--- src/hdl/icache_pkg.sv ---
package icache_pkg;

    // Cache geometry
    localparam int num_ways    = 4;
    localparam int num_sets    = 16;
    localparam int index_bits  = 4;
    localparam int offset_bits = 5;
    localparam int tag_bits    = 23;
    localparam int line_bits   = 256;
    localparam int word_bits   = 32;

    // Address bits 31..9
    typedef logic [tag_bits-1:0] tag_t;

    typedef logic [line_bits-1:0] line_t;

    // Address bits 8..5
    typedef logic [index_bits-1:0] index_t;

    // Tree state per set
    // bit 0 is the root, 0 points at ways 0-1 and 1 at ways 2-3
    // bit 1 picks within ways 0-1, bit 2 within ways 2-3, 0 means the lower way
    typedef logic [2:0] plru_t;

    typedef logic [1:0] way_t;

    typedef enum logic [1:0] {
        idle_s,
        compare_s,
        fetch_s,
        reread_s
    } state_t;

endpackage

--- src/hdl/icache_datapath.sv ---
`timescale 1ns/1ps

module icache_datapath
    import icache_pkg::*;
(
    input  state_t               state,
    input  logic                 dfp_resp,
    input  logic [31:0]          addr,
    input  logic                 ways_valid [num_ways],
    input  tag_t                 ways_tags [num_ways],
    input  line_t                ways_lines [num_ways],
    input  plru_t                plru,
    output logic                 hit,
    output logic [word_bits-1:0] rdata,
    output logic                 fill_we [num_ways],
    output logic                 plru_we,
    output plru_t                plru_next
);

    tag_t  addr_tag;
    logic  [2:0] word_sel;
    way_t  hit_way;
    way_t  victim;
    way_t  plru_way;
    way_t  access_way;
    logic  fill;
    line_t hit_line;

    assign addr_tag = addr[31:9];
    assign word_sel = addr[4:2];

    // Tag compare across all ways
    always_comb begin
        hit = 1'b0;
        hit_way = '0;
        for (int i = 0; i < num_ways; i++) begin
            if (ways_valid[i] && (ways_tags[i] == addr_tag)) begin
                hit = 1'b1;
                hit_way = way_t'(i);
            end
        end
    end

    assign hit_line = ways_lines[hit_way];
    assign rdata = hit_line[word_sel*word_bits +: word_bits];

    // Way the tree points at
    always_comb begin
        if (!plru[0]) begin
            plru_way = {1'b0, plru[1]};
        end else begin
            plru_way = {1'b1, plru[2]};
        end
    end

    // Lowest invalid way wins over the tree
    always_comb begin
        victim = plru_way;
        for (int i = num_ways - 1; i >= 0; i--) begin
            if (!ways_valid[i]) begin
                victim = way_t'(i);
            end
        end
    end

    assign fill = (state == fetch_s) && dfp_resp;

    always_comb begin
        for (int i = 0; i < num_ways; i++) begin
            fill_we[i] = fill && (victim == way_t'(i));
        end
    end

    assign access_way = fill ? victim : hit_way;
    assign plru_we = fill || ((state == compare_s) && hit);

    // Point the touched path away from the accessed way
    always_comb begin
        plru_next = plru;
        plru_next[0] = ~access_way[1];
        if (!access_way[1]) begin
            plru_next[1] = ~access_way[0];
        end else begin
            plru_next[2] = ~access_way[0];
        end
    end

endmodule

--- config.mk ---
export PLATFORM = sky130hd
export DESIGN_NAME = icache_datapath
export DESIGN_NICKNAME = d
export VERILOG_FILES = /design/src/hdl/icache_pkg.sv /design/src/hdl/icache_datapath.sv
export SDC_FILE = /design/constraint.sdc
export NUM_CORES = 1
export LEC_CHECK = 0
export ABC_AREA = 1
export BUFFER_PORTS_ARGS = -buffer_cell sky130_fd_sc_hd__clkbuf_2
export CAP_MARGIN = 20
export CORE_AREA = 2 2 464 466
export DETAILED_ROUTE_END_ITERATION = 8
export DIE_AREA = 0 0 466 468
export GPL_ROUTABILITY_DRIVEN = 0
export PLACE_DENSITY_LB_ADDON = 0.1
export SETUP_SLACK_MARGIN = 0.3
export SYNTH_ARGS = -nofsm -noshare
export SYNTH_HDL_FRONTEND = slang
export SYNTH_SLANG_ARGS = --single-unit
--- constraint.sdc ---
create_clock -name vclk -period 8.07
set_clock_uncertainty 0.05 [all_clocks]
set_input_delay 2.0175 -clock vclk [all_inputs]
set_output_delay 2.0175 -clock vclk [all_outputs]
set_load 0.01 [all_outputs]
==> impl_metrics.env <==
export IMPL_run_status="completed"
export IMPL_final_hold_violation_count=0
export IMPL_finalSetupViolCount=0
export IMPL_static_leakage_power_nw=16.1
export IMPL_num_io_pins=1199
export IMPL_share_seq_of_total_power_pct=0
export IMPL_final_min_period_over_clock_period_pct=95.0
export IMPL_cp_endpoint="rdata[4]"
export IMPL_cp_cell_sequence="clkbuf_2 > inv_1 > nand2_1 > nand2_1 > nor2_1 > nand2_1 > nor2_1 > nand3_1 > nand2_4 > nand2_4 > buf_12 > buf_12 > o21ai_0 > buf_4 > nand3_1 > nand3_1 > nand2_1 > nand2_1 > nand2_1 > clkbuf_2"
export IMPL_first_global_vias=26800
export IMPL_synth_area_leaders="nand2_1, inv_1, nand3_1"
export IMPL_vdd_drop_max_mv=0.0169
export IMPL_gr_total_overflow=0
export IMPL_grtUsageTotal_pct=16.8
export IMPL_fin_setup_tns_ns=0
export IMPL_worst_setup_path_startpoint="addr[11]"
export IMPL_vias_per_cell=3.54
export IMPL_port_buffers=1193
export IMPL_cp_arrival_ns=5.60
export IMPL_synth_seq_area_share_pct=0
export IMPL_nClkBuffers=0
export IMPL_finish_instance_area_um2=25400
export IMPL_clock_power_share_pct=0
export IMPL_placement_rows=170
export IMPL_sequential_cell_area_um2=0
export IMPL_grt_max_degree=85
export IMPL_route_vias_total=26600
export IMPL_average_cell_area_after_synthesis_um2=4.33
export IMPL_timing_critical_path_required_ns=6.00
export IMPL_dieWidth_um=466
export IMPL_detailed_router_iteration_count_before_antenna_repair=5
export IMPL_sequential_cell_count=0
export IMPL_path_buf_inv=6
export IMPL_core_area_um2=213000
export IMPL_internal_power_mw=0.370
export IMPL_finalWorstPathRequiredPeriod_ns=7.67
export IMPL_synth_top_cells_by_count="nand2_1, inv_1, nand3_1, o21ai_1, a21oi_1"
export IMPL_power_share_of_the_combinational_group_pct=100.0
export IMPL_yosys_cell_types_count=34
export IMPL_fmax_mhz=130
export IMPL_slew_limit_headroom_pct=47.7
export IMPL_cp_top_family="simple AND/OR/NAND/NOR gates"
export IMPL_crit_path_start_kind="primary input"
export IMPL_p_sw_mw=0.573
export IMPL_synth_area_leader_cell="nand2_1"
export IMPL_die_h_um=468
export IMPL_drv_slew=0
export IMPL_switching_fraction_pct=60.8
export IMPL_hold_path_startpoint="plru[2]"
export IMPL_rsz0062_at_grt="no"
export IMPL_post_synth_top_area_fraction_pct=24.5
export IMPL_dp_slack_ns=0.296
export IMPL_synth_fp_nets=4681
export IMPL_share_of_the_core_filled_with_cells_in_the_final_layout_pct=11.9
export IMPL_postRouteWirelength_um=194000
export IMPL_post_route_worst_setup_slack_ns=0.400
export IMPL_post_synthesis_instance_area_um2=15300
export IMPL_crit_slowest_cell="o21ai_0"
export IMPL_grt_first_pass_wirelength_um=248000
export IMPL_dieArea_um2=218000
export IMPL_initial_core_util_pct=7.15
export IMPL_synthesis_yosys_warnings=0
export IMPL_power_density_nw_per_um2=37.1
export IMPL_critPathMaxFanout=34
export IMPL_cp_depth=20
export IMPL_share_of_final_layout_standard_cells_stronger_than_drive_strength_1_pct=29.9
export IMPL_critical_path_s_most_frequent_cell="nand2_1"
export IMPL_finalNetCount=5804
export IMPL_antenna_violations_before_repair=96
export IMPL_criticalPathCategory="primary input to primary output"
export IMPL_cts_hold_repair_buffers=0
export IMPL_critical_path_max_stage_delay_ns=0.55
export IMPL_tightestPinTransition_ns=0.785
export IMPL_worst_hold_path_type="primary input to primary output"
export IMPL_synth_most_common_cell="nand2_1"
export IMPL_route_antenna_remaining_nets=0
export IMPL_syn2layout_area_growth_pct=66.6
export IMPL_post_drt_wl_per_cell_um=25.8
export IMPL_dpl_instance_area_um2=25200
export IMPL_post_dp_hpwl_um=170000
export IMPL_drcViolationCount=0
export IMPL_critical_path_endpoint_type="primary output"
export IMPL_drt_iter0_drcs=1802
export IMPL_drv_max_cap_violation_count=0
export IMPL_syn_inst=3523
[per-stage QoR]
stage	cells	total power [mW]	hold slack, ns
5_1_grt	7489	1.04	4.37
4_1_cts	7476	0.969	4.36
6_report	7510	0.943	4.37
3_3_place_gp	7470	0.967	4.36
3_5_place_dp	7470	0.964	4.36
2_1_floorplan	3523	0.332	4.13
[cells in the final DEF, fill, tap and decap left out, drive strengths merged, types with 2 or more instances in the layout]
cell type / count
xnor2: 7
buf: 158
nor2: 108
nand3b: 40
o22ai: 3
o2111ai: 2
clkinv: 16
nand3: 616
nand4: 15
nand2: 1000
o21ai: 376
inv: 906
xor2: 3
diode: 28
a21oi: 193
clkbuf: 1191
[timing repair]
item,CTS,global route
resized for setup,0,5
setup buffers,5,6
setup endpoints to repair,2,27
cloned,1,0
pin swaps,1,5
[cell type report]
cell class,count,area (um2)
fill,26000,188000
inverter,922,3470
timing repair buffer,1349,7490
multi-input combinational,2373,10800
antenna,28,70.1
tap,2838,3550
[power groups by stage]
| stage | Sequential [mW] | Combinational, mW | Clock [mW] |
|---|---|---|---|
| 2_1_floorplan | 0 | 0.332 | 0 |
| 3_3_place_gp | 0 | 0.967 | 0 |
| 3_5_place_dp | 0 | 0.964 | 0 |
| 4_1_cts | 0 | 0.969 | 0 |
| 5_1_grt | 0 | 1.04 | 0.000000118 |
| 6_report | 0 | 0.943 | 0.000000440 |
[kinds of logic (layout without fill, tap and decap cells)]
logic type	Yosys count	after routing	synth area share, %
AND/OR/NAND/NOR	1781	1782	50.5
other	0	28	0
AO/OA/AOI/OAI	580	580	19.2
XOR/XNOR	10	10	0.574
buffers and inverters	1151	2271	29.7
multiplexers	1	1	0.0738
[per-layer routing]
layer  part of all wire [%]  track usage (%)
met4                    1.3             1.90
met1                     44             22.4
met2                     47             28.3
met5                   0.20                0
met3                    7.6             3.74
[how the worst min path moves through the flow]
stage | cells after the start | endpoint
2_1_floorplan | 3 | plru_we
5_1_grt | 3 | plru_next[2]
6_report | 3 | plru_next[2]
3_3_place_gp | 3 | plru_next[2]
4_1_cts | 3 | plru_next[2]
3_5_place_dp | 3 | plru_next[2]
Power figures use the tool's default switching activity.
