===== config.mk =====
export PLATFORM = sky130hd
export DESIGN_NAME = icache_ff_array
export DESIGN_NICKNAME = d
export VERILOG_FILES = /design/src/hdl/icache_pkg.sv /design/src/hdl/icache_ff_array.sv
export SDC_FILE = /design/constraint.sdc
export NUM_CORES = 1
export LEC_CHECK = 0
export BUFFER_PORTS_ARGS = -buffer_cell sky130_fd_sc_hd__clkbuf_2
export CELL_PAD_IN_SITES_DETAIL_PLACEMENT = 2
export CELL_PAD_IN_SITES_GLOBAL_PLACEMENT = 2
export CORE_MARGIN = 2
export CORE_UTILIZATION = 35
export CTS_CLUSTER_DIAMETER = 50
export DETAILED_ROUTE_END_ITERATION = 12
export GPL_ROUTABILITY_DRIVEN = 0
export PLACE_DENSITY = 0.81
export SLEW_MARGIN = 20
export SYNTH_ARGS = -nofsm -noshare
export SYNTH_HDL_FRONTEND = slang
export SYNTH_SLANG_ARGS = --single-unit
export TNS_END_PERCENT = 1

===== constraint.sdc =====
create_clock -name clk -period 1.45 [get_ports clk]
set_input_delay 0.0725 -clock clk [delete_from_list [all_inputs] [get_ports clk]]
set_output_delay 0.0725 -clock clk [all_outputs]
set_load 0.01 [all_outputs]

===== src/hdl/icache_pkg.sv =====
package icache_pkg;

    // Cache geometry
    localparam int num_ways    = 4;
    localparam int num_sets    = 16;
    localparam int index_bits  = 4;
    localparam int offset_bits = 5;
    localparam int tag_bits    = 23;
    localparam int line_bits   = 256;
    localparam int word_bits   = 32;

    // Address bits 31..9
    typedef logic [tag_bits-1:0] tag_t;

    typedef logic [line_bits-1:0] line_t;

    // Address bits 8..5
    typedef logic [index_bits-1:0] index_t;

    // Tree state per set
    // bit 0 is the root, 0 points at ways 0-1 and 1 at ways 2-3
    // bit 1 picks within ways 0-1, bit 2 within ways 2-3, 0 means the lower way
    typedef logic [2:0] plru_t;

    typedef logic [1:0] way_t;

    typedef enum logic [1:0] {
        idle_s,
        compare_s,
        fetch_s,
        reread_s
    } state_t;

endpackage


===== src/hdl/icache_ff_array.sv =====
`timescale 1ns/1ps

module icache_ff_array
    import icache_pkg::*;
#(
    parameter type payload_t = logic
) (
    input  logic     clk,
    input  logic     rst_n,
    input  logic     we,
    input  index_t   addr,
    input  payload_t din,
    output payload_t dout
);

    payload_t mem [num_sets];

    always_ff @(posedge clk) begin
        if (!rst_n) begin
            for (int i = 0; i < num_sets; i++) begin
                mem[i] <= '0;
            end
            dout <= '0;
        end else begin
            if (we) begin
                mem[addr] <= din;
            end
            // Same read timing as the SRAM model
            dout <= mem[addr];
        end
    end

endmodule


==> results of run 1 <==
==> routing by layer <==
| metal | global-route usage [%] | vias up | wire length, um | part of all wire [%] |
|---|---|---|---|---|
| met1 | 25.3 | 382 | 1120 | 48 |
| met2 | 29.6 | 16 | 1080 | 46 |
| met3 | 6.78 | 4 | 96 | 4.1 |
| met4 | 7.69 | 0 | 41 | 1.8 |
| met5 | 0 | - | 0 | 0 |
| li1 | - | 357 | - | - |
==> cell type report <==
| cell class | instances | area (um^2) |
|---|---|---|
| multi-input combinational | 57 | 455 |
| fill | 250 | 1300 |
| clock buffer | 3 | 22.5 |
| inverter | 2 | 7.51 |
| clock inverter | 1 | 7.51 |
| timing repair buffer | 14 | 87.6 |
| sequential | 17 | 340 |
| tap | 28 | 35.0 |
==> registers in the layout, summed over array words and instances (netlist names) <==
name / flops
mem: 16
dout: 1
==> critical path, cell delays in order, from the launching register on <==
cell and delay [ns]:
dfxtp_1 0.35, mux4_2 0.46, nand2b_1 0.16, o311ai_1 0.09
o22ai_1 0.11
==> cells by family after synthesis <==
logic type             Yosys count  share of synthesized area [%]
muxes                            7                           11.9
DFF                             17                           40.1
AOI/OAI and AO/OA               32                           29.2
buffers and inverters           10                           6.33
and+or+nand+nor                 18                           12.5
==> stage by stage <==
step	utilization (%)	hold slack [ns]	power, mW
2_1_floorplan	-	0.181	0.555
3_3_place_gp	40.6	0.285	0.585
3_5_place_dp	40.6	0.309	0.592
4_1_cts	42.4	0.0747	0.877
5_1_grt	42.4	0.136	0.913
6_report	42.4	0.0709	0.872
==> layout by cell type, fill, tap and decap left out, drive strengths merged <==
cell,n
o311ai,3
mux2,2
o31ai,12
o211ai,13
o21ai,1
mux2i,3
buf,5
inv,1
nand4,2
dfxtp,17
or3,1
dlygate4sd3,1
o22ai,1
nand3,2
nand4b,2
clkinvlp,1
nand2b,4
clkbuf,11
clkinv,1
nand2,5
mux4,2
o41ai,2
nor3,2
==> power by group <==
| part | switching, mW | total [mW] | internal (mW) | leakage [nW] |
|---|---|---|---|---|
| combinational | 0.0689 | 0.105 | 0.0364 | 0.188 |
| sequential | 0.00387 | 0.478 | 0.474 | 0.137 |
| clock | 0.183 | 0.288 | 0.106 | 0.0139 |
| total | 0.255 | 0.872 | 0.616 | 0.339 |
==> how the worst min path moves through the flow <==
stage	to	slack [ns]	cells past startpoint
CTS	dout	0.07	3
floorplan	mem[8]	0.18	2
detailed placement	mem[8]	0.31	3
global placement	mem[8]	0.29	3
finish	dout	0.07	3
global route	dout	0.14	3
==> repair_timing <==
item	4_1_cts	5_1_grt
hold buffers	1	0
endpoints found under the setup margin	0	0
endpoints found under the hold margin	1	0
==> results_dict.tcl, run 1 <==
set metrics [dict create \
    design.die.area_um2 2840 \
    nets 103 \
    cts_buffers 3 \
    worstHoldStart "addr[2]" \
    slew_headroom_pct 66.4 \
    drt_first_pass_iters 4 \
    synth_top_area_share_pct 40.1 \
    cp.required_ns 1.65 \
    power.leakage_nw 0.339 \
    clk_path_buf_depth 2 \
    async_flop_share_pct 0 \
    hold_path.class "in2reg" \
    ant_nets 0 \
    post_cts_buffers 0 \
    grt_pass1_vias 719 \
    crit_type "reg2reg" \
    hold_viol 0 \
    p_per_area_nw_per_um2 912 \
    worst_slack_ns 0.172 \
    cts-root-buf "clkbuf_4" \
    totalWireLength_mm 2.33 \
    die_x_um 53.3 \
    cts_tree "built" \
    ioPinCount 9 \
    grt_pass1_wl_mm 3.82 \
    crit_start "mem[15]" \
    cts_sinks 17 \
    yosys.area.top_type "dfxtp_1" \
    r2r_cells 4 \
    synthDistinctLibCells 27 \
    ys_seq_area_share_pct 40.1 \
    synth-seq-cells 17 \
    synth_area_um2 850 \
    hpwlAfterDp_mm 1.70 \
    drt-initial-drc-count 14 \
    dp_slack_ns 0.174 \
    r2r_end "dout" \
    wire_per_inst_um 19.1 \
    r2r_slack_ns 0.17 \
    cap_viol_max_count 0 \
    viasPerCell 6.22 \
    post-synth-top-count-cell "dfxtp_1" \
    grt_use_total_pct 19.6 \
    status "completed" \
    synth_cells 84 \
    clk_pin_slew_ns 0.11 \
    skew_ns 0.000910 \
    stdcell_area_um2 956 \
    crit_arrival_ns 1.48 \
    die_h_um 53.3 \
    synth_commonest_cells "dfxtp_1, o211ai_1, o31ai_1, nand2_1, nand2b_1" \
    insertion_delay_ns 0.31 \
    yosys-top-cells-area "dfxtp_1, o211ai_1, o31ai_1, mux2i_1, mux4_1" \
    irDropWorstVdd_mv 0.543 \
    antenna_found_initial 0 \
    fin_crit_sh_pct 88.1 \
    dpl_cell_area_um2 916 \
    crit_fanout 2 \
    core_um2 2250 \
    finalSetupViolCount 0 \
    grt_overflow_total 0 \
    synth_ff_type "dfxtp_1" \
    place_inst 117 \
    rows 17 \
    final_layout_size_suffix_gt1_share_pct 22.3 \
    port_buffers 8 \
    stdcell_count 122 \
    layout_min_cycle_time_ns 1.28 \
    synth_nets 92 \
    maxSlewViolCount 0 \
    syn2layout_area_growth_pct 12.5 \
    critPathLaunchType "register" \
    synth_warnings 0 \
    timing.rr.start "mem[15]" \
    timing.critical_path.to "dout" \
    htreeDepth 1 \
    worst_pin_slew_ns 0.503 \
    grt_max_degree 16 \
    end_kind "register" \
    cts_resized 0 \
    diodes 0 \
    setup_tns_ns 0 \
    start_util_pct 37.7 \
    rsz0062_at_grt "no" \
    route.vias.total 759 \
    syn_area_per_cell_um2 10.1 \
    synth-edff-count 0 \
    drc_errors 0 \
    fmax_ghz 0.782 \
]
No activity file was read; power rests on OpenSTA's default activity.
==> run 2, diff against run 1 <==
--- a/config.mk
+++ b/config.mk
@@ -10,9 +10,11 @@
 export CELL_PAD_IN_SITES_GLOBAL_PLACEMENT = 2
 export CORE_MARGIN = 2
 export CORE_UTILIZATION = 35
+export CTS_BUF_LIST = sky130_fd_sc_hd__clkbuf_16
 export CTS_CLUSTER_DIAMETER = 50
 export DETAILED_ROUTE_END_ITERATION = 12
 export GPL_ROUTABILITY_DRIVEN = 0
+export GPL_TIMING_DRIVEN = 0
 export PLACE_DENSITY = 0.81
 export SLEW_MARGIN = 20
 export SYNTH_ARGS = -nofsm -noshare
==> run 2 against run 1 <==
Clock-buffer cell count stayed put. Cell area is 4.6% higher. Critical path type unchanged. Hold slack worse by 0.020 ns.
==> results_dict.tcl, run 2 (synthesis results as in run 1) <==
set metrics [dict create \
    end_kind "register" \
    htreeDepth 1 \
    die_x_um 53.3 \
    layout_min_cycle_time_ns 1.29 \
    worst_slack_ns 0.165 \
    cts_tree "built" \
    critical_path.cell_chain "mux2_1 > or3_1 > o311ai_1 > o22ai_1" \
    p_per_area_nw_per_um2 1140 \
    nets 104 \
    crit_type "reg2reg" \
    design.die.area_um2 2840 \
    insertion_delay_ns 0.25 \
    r2r_slack_ns 0.16 \
    power.leakage_nw 0.357 \
    post_cts_buffers 0 \
    ant_nets 0 \
    setup_tns_ns 0 \
    cts_resized 0 \
    ioPinCount 9 \
    clk_pin_slew_ns 0.05 \
    hold_viol 0 \
    crit_arrival_ns 1.40 \
    hold_path.class "in2reg" \
    finalSetupViolCount 0 \
    crit_start "mem[14]" \
    irDropWorstVdd_mv 0.952 \
    antenna_found_initial 0 \
    drc_errors 0 \
    maxSlewViolCount 0 \
    drt_first_pass_iters 3 \
    final_layout_size_suffix_gt1_share_pct 18.9 \
    core_um2 2250 \
    grt_pass1_wl_mm 4.01 \
    die_h_um 53.3 \
    largest_reg_flops 16 \
    cap_viol_max_count 0 \
    fin_crit_sh_pct 88.6 \
    grt_overflow_total 0 \
    slowest_stage "or3_1" \
    worst_pin_slew_ns 0.492 \
    crit_buf_inv 0 \
    rows 17 \
    cts-root-buf "clkbuf_16" \
    fill_cells 248 \
    cts_sinks 17 \
    cp.required_ns 1.57 \
    port_buffers 7 \
    hpwlAfterDp_mm 1.67 \
    viasPerCell 6.09 \
    totalWireLength_mm 2.44 \
    critPathLaunchType "register" \
    drt-initial-drc-count 8 \
    rsz0062_at_grt "no" \
    status "completed" \
    largest-register "mem" \
    timing.rr.start "mem[14]" \
    grt_max_degree 11 \
    route.vias.total 749 \
    final_common_cell "dfxtp_1" \
    clk_path_buf_depth 2 \
    slowest_delay_ns 0.32 \
    cts_buffers 3 \
    start_util_pct 37.7 \
    skew_ns 0.00263 \
    postCtsHoldBufs 0 \
    dp_slack_ns 0.187 \
    final_cell_mix "dfxtp_1, o211ai_1, o31ai_1, clkbuf_2, nand2_1" \
    crit_fanout 2 \
    slew_headroom_pct 67.2 \
    grt_pass1_vias 778 \
    wire_per_inst_um 19.8 \
    grt_use_total_pct 20.4 \
    reg_top3 "mem (16), dout (1)" \
    syn2layout_area_growth_pct 17.7 \
    fmax_ghz 0.778 \
    worstHoldStart "din" \
    diodes 0 \
    cp_top_family "simple AND/OR/NAND/NOR gates" \
]
==> run 2: cell count changes in the layout (fill, tap and decap cells not counted), sizes merged <==
cell         delta
clkinv          +1
dlygate4sd3     -1
clkbuf          +2
clkinvlp        -1
==> run 2: power breakdown <==
group          internal (mW)  switching (mW)  total [mW]
Clock                  0.369           0.186       0.555
Combinational         0.0361          0.0732       0.109
Sequential             0.475         0.00350       0.478
==> run 2: final timing paths <==
check / end / depth (start not counted)
min: mem[8] / 3
max reg2reg: dout / 4
min reg2reg: mem[12] / 2
max: dout / 4
==> run 2: metal layers <==
metal	vias to the layer above	track usage (%)	part of all wire [%]
li1	361	-	-
met1	376	24.5	46
met2	10	35.8	50
met3	2	5.08	2.9
met4	0	5.13	0.66
met5	-	0	0
==> run 2: stage by stage <==
step | hold WS (ns) | instance area [um^2] | util [%] | power [mW] | instances
2_1_floorplan | 0.181 | 850 | - | 0.555 | 84
3_3_place_gp | 0.290 | 920 | 40.8 | 0.591 | 119
3_5_place_dp | 0.305 | 920 | 40.8 | 0.595 | 119
4_1_cts | 0.0579 | 1000 | 44.3 | 1.15 | 123
5_1_grt | 0.0568 | 1000 | 44.3 | 1.19 | 123
6_report | 0.0513 | 1000 | 44.3 | 1.14 | 123
==> run 2: cell type report <==
| type | count | area (um^2) | area share, % |
|---|---|---|---|
| Multi-Input combinational cell | 57 | 455 | 45.6 |
| Sequential cell | 17 | 340 | 34.0 |
| Clock buffer | 3 | 75.1 | 7.51 |
| Buffer | 8 | 46.3 | 4.63 |
| Timing Repair Buffer | 7 | 35.0 | 3.50 |
| Tap cell | 28 | 35.0 | 3.50 |
| Inverter | 2 | 7.51 | 0.751 |
| Clock inverter | 1 | 5.00 | 0.501 |
==> run 2: tightest hold or removal path: stages <==
cell and delay, ns:
clkbuf_2 0.09, nand2_1 0.04, o21ai_0 0.06
==> run 3, diff against run 2 <==
--- a/config.mk
+++ b/config.mk
@@ -8,7 +8,6 @@
 export BUFFER_PORTS_ARGS = -buffer_cell sky130_fd_sc_hd__clkbuf_2
 export CELL_PAD_IN_SITES_DETAIL_PLACEMENT = 2
 export CELL_PAD_IN_SITES_GLOBAL_PLACEMENT = 2
-export CORE_MARGIN = 2
 export CORE_UTILIZATION = 35
 export CTS_BUF_LIST = sky130_fd_sc_hd__clkbuf_16
 export CTS_CLUSTER_DIAMETER = 50
==> run 3 against run 2 <==
Critical path depth is the same. Clock power is essentially flat. Largest power group unchanged. Final cell count is the same. Largest cell class unchanged. Sequential share of layout area is essentially flat.
==> results_dict.tcl, run 3 (synthesis results as in run 1) <==
set metrics [dict create \
    viasPerCell 6.14 \
    whs_ns 0.0571 \
    finalSetupViolCount 0 \
    worst_pin_slew_ns 0.466 \
    grt_use_total_pct 20.4 \
    timing.critical_path.to "dout" \
    grt_pass1_wl_mm 3.82 \
    ant_nets 0 \
    cts_buffers 3 \
    nets 104 \
    cts_tree "built" \
    final_core_util_pct 44.3 \
    rsz0062_at_grt "no" \
    total_power_mw 1.14 \
    grt_max_degree 11 \
    critPathLaunchType "register" \
    cp.required_ns 1.57 \
    drt_first_pass_iters 4 \
    drt-initial-drc-count 21 \
    start_util_pct 37.7 \
    ioPinCount 9 \
    diodes 0 \
    r2r_slack_ns 0.18 \
    wire_per_inst_um 18.6 \
    setup_tns_ns 0 \
    multi_input_area_um2 455 \
    design.die.area_um2 2630 \
    fmax_ghz 0.787 \
    clk_path_buf_depth 2 \
    p_per_area_nw_per_um2 1140 \
    cts-root-buf "clkbuf_16" \
    end_kind "register" \
    cts_resized 0 \
    hold_path.class "in2reg" \
    reg_top3 "mem (16), dout (1)" \
    clk_pin_slew_ns 0.05 \
    grt_overflow_total 0 \
    crit_fanout 2 \
    die_x_um 51.3 \
    maxSlewViolCount 0 \
    power.leakage_nw 0.358 \
    rows 17 \
    port_buffers 7 \
    r2r_cells 4 \
    hpwlAfterDp_mm 1.64 \
    hold_viol 0 \
    place_inst 119 \
    regArea_um2 340 \
    final_common_cell "dfxtp_1" \
    crit_start "mem[14]" \
    htreeDepth 1 \
    stdcell_area_um2 998 \
    timing.rr.start "mem[14]" \
    die_h_um 51.3 \
    r2r_end "dout" \
    route.vias.total 755 \
    antenna_found_initial 0 \
    final_layout_size_suffix_gt1_share_pct 17.9 \
    drc_errors 0 \
    grt_pass1_vias 770 \
    postCtsHoldBufs 0 \
    cts_sinks 17 \
    crit_type "reg2reg" \
    syn2layout_area_growth_pct 17.5 \
    final_cell_mix "dfxtp_1, o211ai_1, o31ai_1, clkbuf_2, nand2_1" \
    fin_crit_sh_pct 87.6 \
    status "completed" \
    core_um2 2250 \
    layout_min_cycle_time_ns 1.27 \
    largest-register "mem" \
    largest_reg_flops 16 \
    dpl_cell_area_um2 920 \
    worst_slack_ns 0.180 \
    crit_arrival_ns 1.39 \
    totalWireLength_mm 2.28 \
    cap_viol_max_count 0 \
    fill_cells 247 \
    dp_slack_ns 0.173 \
    irDropWorstVdd_mv 0.482 \
    skew_ns 0.00192 \
    slew_headroom_pct 68.9 \
    post_cts_buffers 0 \
    stdcell_count 123 \
    insertion_delay_ns 0.25 \
]
[run 3: changes by cell type in the layout (fill, tap and decap cells not counted), sizes merged]
| cell | previous run | this run |
|---|---|---|
| inv | 1 | 2 |
| clkinv | 2 | 1 |
[run 3: critical path, cell delays in order, from the launching register on]
cell      delay, ns
dfxtp_1        0.31
mux2_1         0.28
or3_1          0.31
o311ai_1       0.13
o22ai_1        0.11
[run 3: worst min path at each step]
stage,end,from,cells after the start,slack (ns)
global route,mem[8],din,3,0.08
floorplan,mem[8],din,2,0.18
CTS,mem[8],din,3,0.06
global placement,mem[8],din,3,0.29
detailed placement,mem[8],din,3,0.31
finish,mem[8],din,3,0.06
[run 3: metal layers]
metal / part of all wire [%] / vias to the layer above / routed length [um] / track usage (%)
li1: - / 360 / - / -
met1: 48 / 374 / 1100 / 27.3
met2: 47 / 14 / 1070 / 31.6
met3: 2.8 / 7 / 65 / 4.46
met4: 2.1 / 0 / 47 / 8.56
met5: 0 / - / 0 / 0
[run 3: cell type report]
class	instances	share of cell area (%)
buffer	8	4.64
multi-input combinational	57	45.6
timing repair buffer	7	3.51
tap	28	3.51
inverter	2	0.752
clock inverter	1	0.376
clock buffer	3	7.52
sequential	17	34.1
[run 3: power breakdown]
part	internal, mW	switching, mW
sequential	0.475	0.00334
combinational	0.0361	0.0716
clock	0.366	0.187
total	0.878	0.262
