<file path="src/hdl/icache_pkg.sv">
package icache_pkg;

    // Cache geometry
    localparam int num_ways    = 4;
    localparam int num_sets    = 16;
    localparam int index_bits  = 4;
    localparam int offset_bits = 5;
    localparam int tag_bits    = 23;
    localparam int line_bits   = 256;
    localparam int word_bits   = 32;

    // Address bits 31..9
    typedef logic [tag_bits-1:0] tag_t;

    typedef logic [line_bits-1:0] line_t;

    // Address bits 8..5
    typedef logic [index_bits-1:0] index_t;

    // Tree state per set
    // bit 0 is the root, 0 points at ways 0-1 and 1 at ways 2-3
    // bit 1 picks within ways 0-1, bit 2 within ways 2-3, 0 means the lower way
    typedef logic [2:0] plru_t;

    typedef logic [1:0] way_t;

    typedef enum logic [1:0] {
        idle_s,
        compare_s,
        fetch_s,
        reread_s
    } state_t;

endpackage

</file>
<file path="src/hdl/icache_sram.sv">
`timescale 1ns/1ps

module icache_sram
    import icache_pkg::*;
#(
    parameter type payload_t = logic
) (
    input  logic     clk,
    input  logic     we,
    input  index_t   addr,
    input  payload_t din,
    output payload_t dout
);

    payload_t mem [num_sets];

    // Registered read returns the old entry on a same-edge write
    always_ff @(posedge clk) begin
        if (we) begin
            mem[addr] <= din;
        end
        dout <= mem[addr];
    end

endmodule

</file>
<file path="config.mk">
export PLATFORM = sky130hd
export DESIGN_NAME = icache_sram
export DESIGN_NICKNAME = d
export VERILOG_FILES = /design/src/hdl/icache_pkg.sv /design/src/hdl/icache_sram.sv
export SDC_FILE = /design/constraint.sdc
export NUM_CORES = 1
export LEC_CHECK = 0
export ABC_CLOCK_PERIOD_IN_PS = 1900
export BUFFER_PORTS_ARGS = -buffer_cell sky130_fd_sc_hd__buf_2
export CORE_MARGIN = 1
export CORE_UTILIZATION = 40
export CTS_BUF_LIST = sky130_fd_sc_hd__clkbuf_2
export CTS_CLUSTER_DIAMETER = 120
export DETAILED_ROUTE_END_ITERATION = 16
export GPL_TIMING_DRIVEN = 0
export PLACE_DENSITY_LB_ADDON = 0.15
export SKIP_CTS_REPAIR_TIMING = 1
export SYNTH_ARGS = -nofsm -noshare
export SYNTH_HDL_FRONTEND = slang
export SYNTH_SLANG_ARGS = --single-unit
</file>
<file path="constraint.sdc">
create_clock -name clk -period 1.9 [get_ports clk]
set_input_delay 0.19 -clock clk [delete_from_list [all_inputs] [get_ports clk]]
set_output_delay 0.19 -clock clk [all_outputs]
set_load 0.005 [all_outputs]
</file>
==> impl_metrics.tcl, run 1 <==
set metrics [dict create \
    status "completed" \
    worst_pin_slew_ps 236 \
    place_area_sq_um 830 \
    root_buffer "clkbuf_2" \
    antenna_found_initial 0 \
    crit_path_end_kind "flip-flop" \
    crit_fanout 1 \
    syn_area_sq_um 763 \
    diodes 0 \
    slew_viol_final 0 \
    fin_crit_ps 1230 \
    synthCells 49 \
    fin_crit_sh_pct 64.7 \
    design.core.area_sq_um 1760 \
    wl_per_cell_um 13.3 \
    vias 433 \
    total_power_w 0.000636 \
    r2r_start "mem[9]" \
    r2r_slack_ps 670 \
    critPathArrivalTime_ps 1420 \
    fmax_mhz 813 \
    setup_violations 0 \
    layout_common_cells "edfxtp_1, nor2_1, buf_2" \
    synth_top_area_share_pct 63.0 \
    hold_start "addr[2]" \
    crit_slowest_cell "mux4_1" \
    dpl.hpwl_um 807 \
    path_delay_family "multiplexers" \
    path_clk_slew_ps 150 \
    grt_pass1_wl_mm 1.84 \
    gp_congestion 0.643 \
    regArea_sq_um 500 \
    synth_nets 56 \
    grt_usage_pct 12.9 \
    viasPerCell 5.09 \
    p_leak_nw 0.300 \
    cts_buffers 3 \
    hold_end "dout" \
    ys_ff_latch 17 \
    path_depth 3 \
    timing.critical_path.buf_inv 0 \
    maxCapViolations 0 \
    synth_area_leader_cell "edfxtp_1" \
    finalClockSkew_ps 5.53 \
    clkLatencyLatePin_ps 280 \
    first_global_vias 382 \
    crit_top_cell "mux2i_1" \
    layout.nets 68 \
    setup-tns-final_ps 0 \
    slowest_delay_ps 510 \
    cts_buffer_depth 2 \
    slew_headroom_pct 84.2 \
    worstReg2RegEnd "dout" \
    cts_tree "done" \
    fp-row-count 15 \
    path_cells "mux4_1 > mux2i_1 > mux2i_1" \
    r2r_cells 3 \
    rsz0062_at_grt "no" \
    dr.pass1.iters 4 \
    hold_viol 0 \
    cp_data_required_time_ps 2090 \
    drt_first_iter_violations 17 \
    setup_ws_ps 670 \
    synthToLayoutAreaGrowth_pct 11.3 \
    critPathLaunchType "flip-flop" \
    synth_top_cells_by_area "edfxtp_1, mux4_1, nor2_1" \
    setup.worst_path.start "mem[9]" \
    yosys_warnings 0 \
    fillers 188 \
    port_buffers 7 \
    die_y_um 45.7 \
    multi_input_area_sq_um 246 \
    vdd_drop_max_mv 0.466 \
    dpl_worst_slack_ps 533 \
    hold_path_class "primary input to flip-flop" \
    grt_max_degree 17 \
    drc 0 \
    clkSinkCount 17 \
    p_per_area_nw_per_um2 749 \
    dieArea_sq_um 2090 \
    crit_type "flip-flop to flip-flop" \
    postRouteAntennaNets 0 \
    final_common_cell "edfxtp_1" \
    drive_gt1_share_pct 23.3 \
    routed_wl_mm 1.13 \
    top_level_ports 8 \
    hold_path_depth 2 \
    initial_core_util_pct 43.3 \
    die_w_um 45.7 \
    grt.overflow.total 0 \
    syn_avg_cell_area_sq_um 15.6 \
    ys_types 14 \
    design_area_sq_um 850 \
    yosysSeqAreaShare_pct 65.6 \
    h-tree-depth 1 \
]
-- logic make-up after synthesis --
kind of cell	after synthesis	synth area share [%]
flops	17	65.6
buf+inv	2	2.13
simple gates	23	14.6
mux	7	17.7
-- how the worst max path moves through the flow --
stage                      end  slack, ps
after CTS                 dout        650
after detailed placement  dout        530
final                     dout        670
after global placement    dout        520
after floorplan           dout        760
after global routing      dout        630
-- stage by stage --
step	std cells	hold slack (ps)	utilization, %
after global placement	81	456	47.0
after global routing	85	109	48.2
after CTS	85	120	48.2
final	85	137	48.2
after floorplan	49	289	-
after detailed placement	81	447	47.0
-- final cells by class --
type,count,area share (%)
plain buffers,2,1.91
clock buffers,4,2.36
multi-input cells,30,29.0
flip-flops and latches,17,58.9
well taps,25,3.68
repair buffers,7,4.12
-- power by group --
| group | switching (W) | total (W) | internal (W) |
|---|---|---|---|
| logic | 0.0000311 | 0.0000569 | 0.0000258 |
| clock network | 0.000103 | 0.000159 | 0.0000558 |
| registers | 0.00000158 | 0.000420 | 0.000419 |
| total | 0.000136 | 0.000636 | 0.000500 |
-- registers in the layout (all words and copies together), names as in the netlist --
name and flops:
dout 1, mem 16
-- layer usage --
| metal | share of wire, % | wire length, um | global-route usage [%] | vias to the layer above |
|---|---|---|---|---|
| met3 | 6.0 | 68 | 4.76 | 0 |
| met1 | 49 | 560 | 18.8 | 207 |
| met2 | 45 | 505 | 18.9 | 14 |
| met5 | 0 | 0 | 0 | - |
| met4 | 0 | 0 | 1.82 | 0 |
| li1 | - | - | - | 212 |
-- synth_stat cells (all sizes together) --
cell	number
nor2	12
mux4	4
nand3b	2
nand2b	1
nand2	1
edfxtp	16
mux2i	3
dfxtp	1
nor3	4
buf	2
or2b	1
nand3	1
or3b	1
(Power assumes the default switching activity.)
==> inputs of run 2 (changes only) <==
--- a/config.mk
+++ b/config.mk
@@ -5,7 +5,8 @@
 export SDC_FILE = /design/constraint.sdc
 export NUM_CORES = 1
 export LEC_CHECK = 0
-export ABC_CLOCK_PERIOD_IN_PS = 1900
+export ABC_AREA = 1
+export ABC_CLOCK_PERIOD_IN_PS = 1300
 export BUFFER_PORTS_ARGS = -buffer_cell sky130_fd_sc_hd__buf_2
 export CORE_MARGIN = 1
 export CORE_UTILIZATION = 40
==> constraint.sdc (replaced) <==
create_clock -name clk -period 1.3 [get_ports clk]
set_input_delay 0.13 -clock clk [delete_from_list [all_inputs] [get_ports clk]]
set_output_delay 0.13 -clock clk [all_outputs]
set_load 0.005 [all_outputs]
==> run 2 against run 1 <==
Synthesized cell count grew 94%. Critical path depth rose by 5. Maximum frequency rose by 40%. Flip-flop and latch count is the same. Setup slack worse by 250 ps. Worst hold slack improved by 48 ps. Routed wire length increased by 27%. Combinational power grew 72%. Via count up 38%. Critical path type unchanged. Critical endpoint unchanged. Highest routed layer is now met4.
==> impl_metrics.tcl, run 2 <==
set metrics [dict create \
    synth_top_cells_by_count "nand2_1, nor2_1, edfxtp_1" \
    initial_core_util_pct 44.7 \
    grt_usage_pct 15.3 \
    crit_path_end_kind "flip-flop" \
    crit_fanout 1 \
    top_level_ports 8 \
    path_cells "nand2_1 > nand2_1 > nand2_1 > nand2_1 > nand2_1 > nand2_1 > inv_1 > nand2_1" \
    setup.worst_path.start "mem[8]" \
    synth_edf_count 16 \
    top_register "mem" \
    async_flop_share_pct 0 \
    ys_types 8 \
    fillers 192 \
    dieArea_sq_um 2200 \
    design.core.area_sq_um 1800 \
    port_buffers 7 \
    crit_top_cell "nand2_1" \
    largest_register_ffs 16 \
    design_area_sq_um 892 \
    path_clk_slew_ps 160 \
    grt_max_degree 17 \
    p_leak_nw 0.405 \
    fin_crit_sh_pct 67.6 \
    rsz0062_at_grt "no" \
    synth_top_area_share_pct 59.6 \
    reg_top3 "mem: 16 flops, dout: 1 flops" \
    grt_pass1_wl_mm 2.25 \
    slew_headroom_pct 83.9 \
    synth_most_common_cell "nand2_1" \
    yosys_warnings 0 \
    synth_top_cells_by_area "edfxtp_1, nand2_1, nor2_1" \
    cp_data_required_time_ps 1530 \
    antenna_found_initial 0 \
    r2r_cells 8 \
    slowest_delay_ps 400 \
    cts_buffers 3 \
    crit_path_end "dout" \
    fin_crit_ps 879 \
    layout_common_cells "nand2_1, nor2_1, edfxtp_1, inv_1, buf_2" \
    vdd_drop_max_mv 0.536 \
    crit_type "flip-flop to flip-flop" \
    cts_tree "done" \
    syn_avg_cell_area_sq_um 8.48 \
    drive_gt1_share_pct 12.3 \
    maxCapViolations 0 \
    r2r_slack_ps 420 \
    h-tree-depth 1 \
    slew_viol_final 0 \
    crit_slowest_cell "edfxtp_1" \
    root_buffer "clkbuf_2" \
    drc 0 \
    synth_ff_type "edfxtp_1" \
    routed_wl_mm 1.44 \
    worstReg2RegEnd "dout" \
    hold_path_class "primary input to flip-flop" \
    fp-row-count 15 \
    viasPerCell 4.56 \
    hold_viol 0 \
    critPathArrivalTime_ps 1110 \
    setup-tns-final_ps 0 \
    setup_ws_ps 421 \
    wl_per_cell_um 11.0 \
    layout.nets 114 \
    status "completed" \
    cts_buffer_depth 2 \
    postRouteAntennaNets 0 \
    whs_ps 185 \
    die_y_um 46.9 \
    vias 598 \
    clkSinkCount 17 \
    first_global_vias 489 \
    dr.pass1.iters 4 \
    yosysSeqAreaShare_pct 62.1 \
    grt.overflow.total 0 \
    setup_violations 0 \
    fmax_mhz 1140 \
    syn_area_sq_um 806 \
    p_per_area_nw_per_um2 1070 \
    synth_nets 102 \
    synthCells 95 \
    die_w_um 46.9 \
    dpl.hpwl_um 979 \
    critPathLaunchType "flip-flop" \
    clkLatencyLatePin_ps 300 \
    gp_congestion 0.779 \
    worst_pin_slew_ps 241 \
    finalClockSkew_ps 7.57 \
    r2r_start "mem[8]" \
    final_common_cell "nand2_1" \
    synthToLayoutAreaGrowth_pct 10.7 \
    place_area_sq_um 872 \
    dpl_worst_slack_ps 171 \
    diodes 0 \
    drt_first_iter_violations 22 \
    synth_area_leader_cell "edfxtp_1" \
    ys_ff_latch 17 \
]
==> run 2: area by class of cell <==
type                    instances  area [sq um]  share of cell area [%]
repair buffers                  7          35.0                    3.93
multi-input cells              67           256                    28.8
inverters                      10          37.5                    4.21
plain buffers                   1          11.3                    1.26
flip-flops and latches         17           500                    56.1
clock buffers                   4          20.0                    2.24
well taps                      25          31.3                    3.51
==> run 2: how the worst min path moves through the flow <==
stage,from,to,slack [ps],cells after the start
floorplan,din,mem[0],230,0
global placement,dout,dout,510,1
detailed placement,dout,dout,510,1
CTS,din,mem[8],190,1
global route,din,mem[8],190,1
finish,din,mem[8],180,1
==> run 2: worst max-delay path: cells and delay by family (launching register included) <==
family        cells  cell delay [ps]
flops             1              400
buf+inv           1               40
simple gates      7              360
==> run 2: kinds of logic (layout without fill, tap and decap cells) <==
logic type | Yosys count | in the layout | synth area share, %
buf+inv | 11 | 22 | 6.06
flops | 17 | 17 | 62.1
simple gates | 67 | 67 | 31.8
==> run 2: report_power, final <==
part	leakage (nW)	switching (W)	internal, W
clock	0.0166	0.000163	0.0000815
combinational	0.235	0.0000661	0.0000316
sequential	0.153	0.00000269	0.000612
total	0.405	0.000232	0.000725
==> run 2: through the flow <==
step	instances	power (W)	utilization, %
after floorplan	95	0.000685	-
after global placement	127	0.000724	48.4
after detailed placement	127	0.000724	48.4
after CTS	131	0.000959	49.5
after global routing	131	0.000990	49.5
final	131	0.000957	49.5
==> run 2: metal layers <==
metal  vias to the layer above  part of all wire [%]  global-route usage [%]
met5                         -                     0                       0
met4                         0                   1.9                    8.57
met3                         5                   4.3                    2.31
met2                        15                    44                    21.4
met1                       263                    49                    22.7
li1                        315                     -                       -
==> inputs of run 3 (changes only) <==
--- a/config.mk
+++ b/config.mk
@@ -6,7 +6,7 @@
 export NUM_CORES = 1
 export LEC_CHECK = 0
 export ABC_AREA = 1
-export ABC_CLOCK_PERIOD_IN_PS = 1300
+export ABC_CLOCK_PERIOD_IN_PS = 800
 export BUFFER_PORTS_ARGS = -buffer_cell sky130_fd_sc_hd__buf_2
 export CORE_MARGIN = 1
 export CORE_UTILIZATION = 40
==> constraint.sdc (replaced) <==
create_clock -name clk -period 0.8 [get_ports clk]
set_input_delay 0.08 -clock clk [delete_from_list [all_inputs] [get_ports clk]]
set_output_delay 0.08 -clock clk [all_outputs]
set_load 0.005 [all_outputs]
==> run 3 against run 2 <==
The run now ends with setup timing left. Setup slack worse by 520 ps. Clock power up 55%. Count of clock-buffer cells in the layout down 1. Flip-flop and latch count unchanged. Critical path type unchanged. Die area unchanged. Maximum frequency down 2.2%. Register-to-register slack worse by 520 ps. Utilization unchanged. Critical endpoint unchanged. Critical path depth unchanged. Global-route usage down 0.20 points. Final area unchanged. Highest routed layer unchanged. Clock skew up 1.7 ps.
==> impl_metrics.tcl, run 3 (synthesis results as in run 2) <==
set metrics [dict create \
    status "finished, violations left" \
    violations "setup timing" \
    synthToLayoutAreaGrowth_pct 10.7 \
    design.core.area_sq_um 1800 \
    grt_max_degree 17 \
    cp_data_required_time_ps 1020 \
    drc 0 \
    dr.pass1.iters 4 \
    fmax_mhz 1110 \
    swShare_pct 24.6 \
    antenna_found_initial 0 \
    crit_path_end_kind "flip-flop" \
    largest_register_ffs 16 \
    critPathArrivalTime_ps 1120 \
    path_clk_slew_ps 160 \
    seq_power_share_pct 65.0 \
    cts_tree "done" \
    stdcell_count 131 \
    fin_crit_sh_pct 112 \
    cts_buffers 3 \
    top_level_ports 8 \
    viasPerCell 4.62 \
    worst_pin_slew_ps 250 \
    dieArea_sq_um 2200 \
    die_y_um 46.9 \
    vdd_drop_max_mv 0.867 \
    finalClockSkew_ps 9.26 \
    reg_top3 "mem: 16 flops, dout: 1 flops" \
    diodes 0 \
    final_util_pct 49.5 \
    crit_type "flip-flop to flip-flop" \
    p_switching_w 0.000377 \
    root_buffer "clkbuf_2" \
    grt_pass1_wl_mm 2.21 \
    vias 605 \
    grt.overflow.total 0 \
    dpl.hpwl_mm 1.03 \
    p_leak_nw 0.404 \
    critPathLaunchType "flip-flop" \
    routed_wl_mm 1.41 \
    slew_headroom_pct 83.4 \
    final_common_cell "nand2_1" \
    power_frac_comb_pct 10.3 \
    top_register "mem" \
    layout_common_cells "nand2_1, nor2_1, edfxtp_1, inv_1, buf_2" \
    setup_violations 2 \
    cts_buffer_depth 2 \
    clkLatencyLatePin_ps 300 \
    h-tree-depth 1 \
    crit_fanout 1 \
    clkSinkCount 17 \
    rsz0062_at_grt "yes" \
    fin_crit_ps 899 \
    initial_core_util_pct 44.7 \
    gp_congestion 0.733 \
    hold_path_class "primary input to flip-flop" \
    power_frac_clock_pct 24.7 \
    p_per_area_nw_per_um2 1720 \
    slew_viol_final 0 \
    layout.nets 114 \
    first_global_vias 544 \
    die_w_um 46.9 \
    design_area_sq_um 892 \
    maxCapViolations 0 \
    r2r_slack_ps -100 \
    fp-row-count 15 \
    drt_first_iter_violations 27 \
    port_buffers 7 \
    wl_per_cell_um 10.7 \
    hold_viol 0 \
    drive_gt1_share_pct 12.3 \
    postRouteAntennaNets 0 \
    placed_cells 127 \
    setup_ws_ps -98.8 \
    p_int_w 0.00116 \
    grt_usage_pct 15.1 \
    whs_ps 138 \
    place_area_sq_um 872 \
]
[run 3: changes by cell type in the layout (fill, tap and decap cells not counted)]
cell and delta:
clkinv_2 +1, clkbuf_2 -1
[run 3: power by group through the flow]
stage / Clock, W / Combinational (W) / Sequential [W]
after floorplan: 0 / 0.0000934 / 0.00102
after global placement: 0 / 0.000156 / 0.00102
after detailed placement: 0 / 0.000160 / 0.00102
after CTS: 0.000391 / 0.000161 / 0.000999
after global routing: 0.000417 / 0.000181 / 0.00100
final: 0.000379 / 0.000158 / 0.000999
[run 3: per-layer routing]
| metal | vias to the layer above | GRT usage, % | part of all wire [%] |
|---|---|---|---|
| met5 | - | 0 | 0 |
| met4 | 0 | 8.57 | 1.9 |
| met3 | 5 | 2.31 | 2.6 |
| met2 | 11 | 24.7 | 48 |
| met1 | 273 | 19.1 | 48 |
| li1 | 316 | - | - |
[run 3: path summary, 6_finish.rpt]
check	cells after the start	start	endpoint
hold reg to reg	8	mem[4]	dout
setup reg to reg	8	mem[3]	dout
setup / recovery	8	mem[3]	dout
hold / removal	1	din	mem[7]
[run 3: worst max-delay path, cell delays in order, from the launching register on]
cell,delay [ps]
edfxtp_1,400
nand2_1,70
nand2_1,50
nand2_1,60
nand2_1,50
nand2_1,50
nand2_1,50
inv_1,50
nand2_1,40
[run 3: per-stage QoR]
| step | total power (W) | setup TNS (ps) | worst slack (ps) |
|---|---|---|---|
| floorplan | 0.00111 | 0 | 0.641 |
| global placement | 0.00117 | -2950 | -211 |
| detailed placement | 0.00118 | -3120 | -218 |
| CTS | 0.00155 | -146 | -110 |
| global route | 0.00160 | -280 | -222 |
| finish | 0.00154 | -127 | -98.8 |
[run 3: cell type report]
type	count	area, sq um
fillers	198	910
flip-flops and latches	17	500
multi-input cells	67	256
inverters	10	37.5
repair buffers	7	35.0
well taps	25	31.3
clock buffers	3	15.0
plain buffers	1	11.3
clock inverters	1	5.00
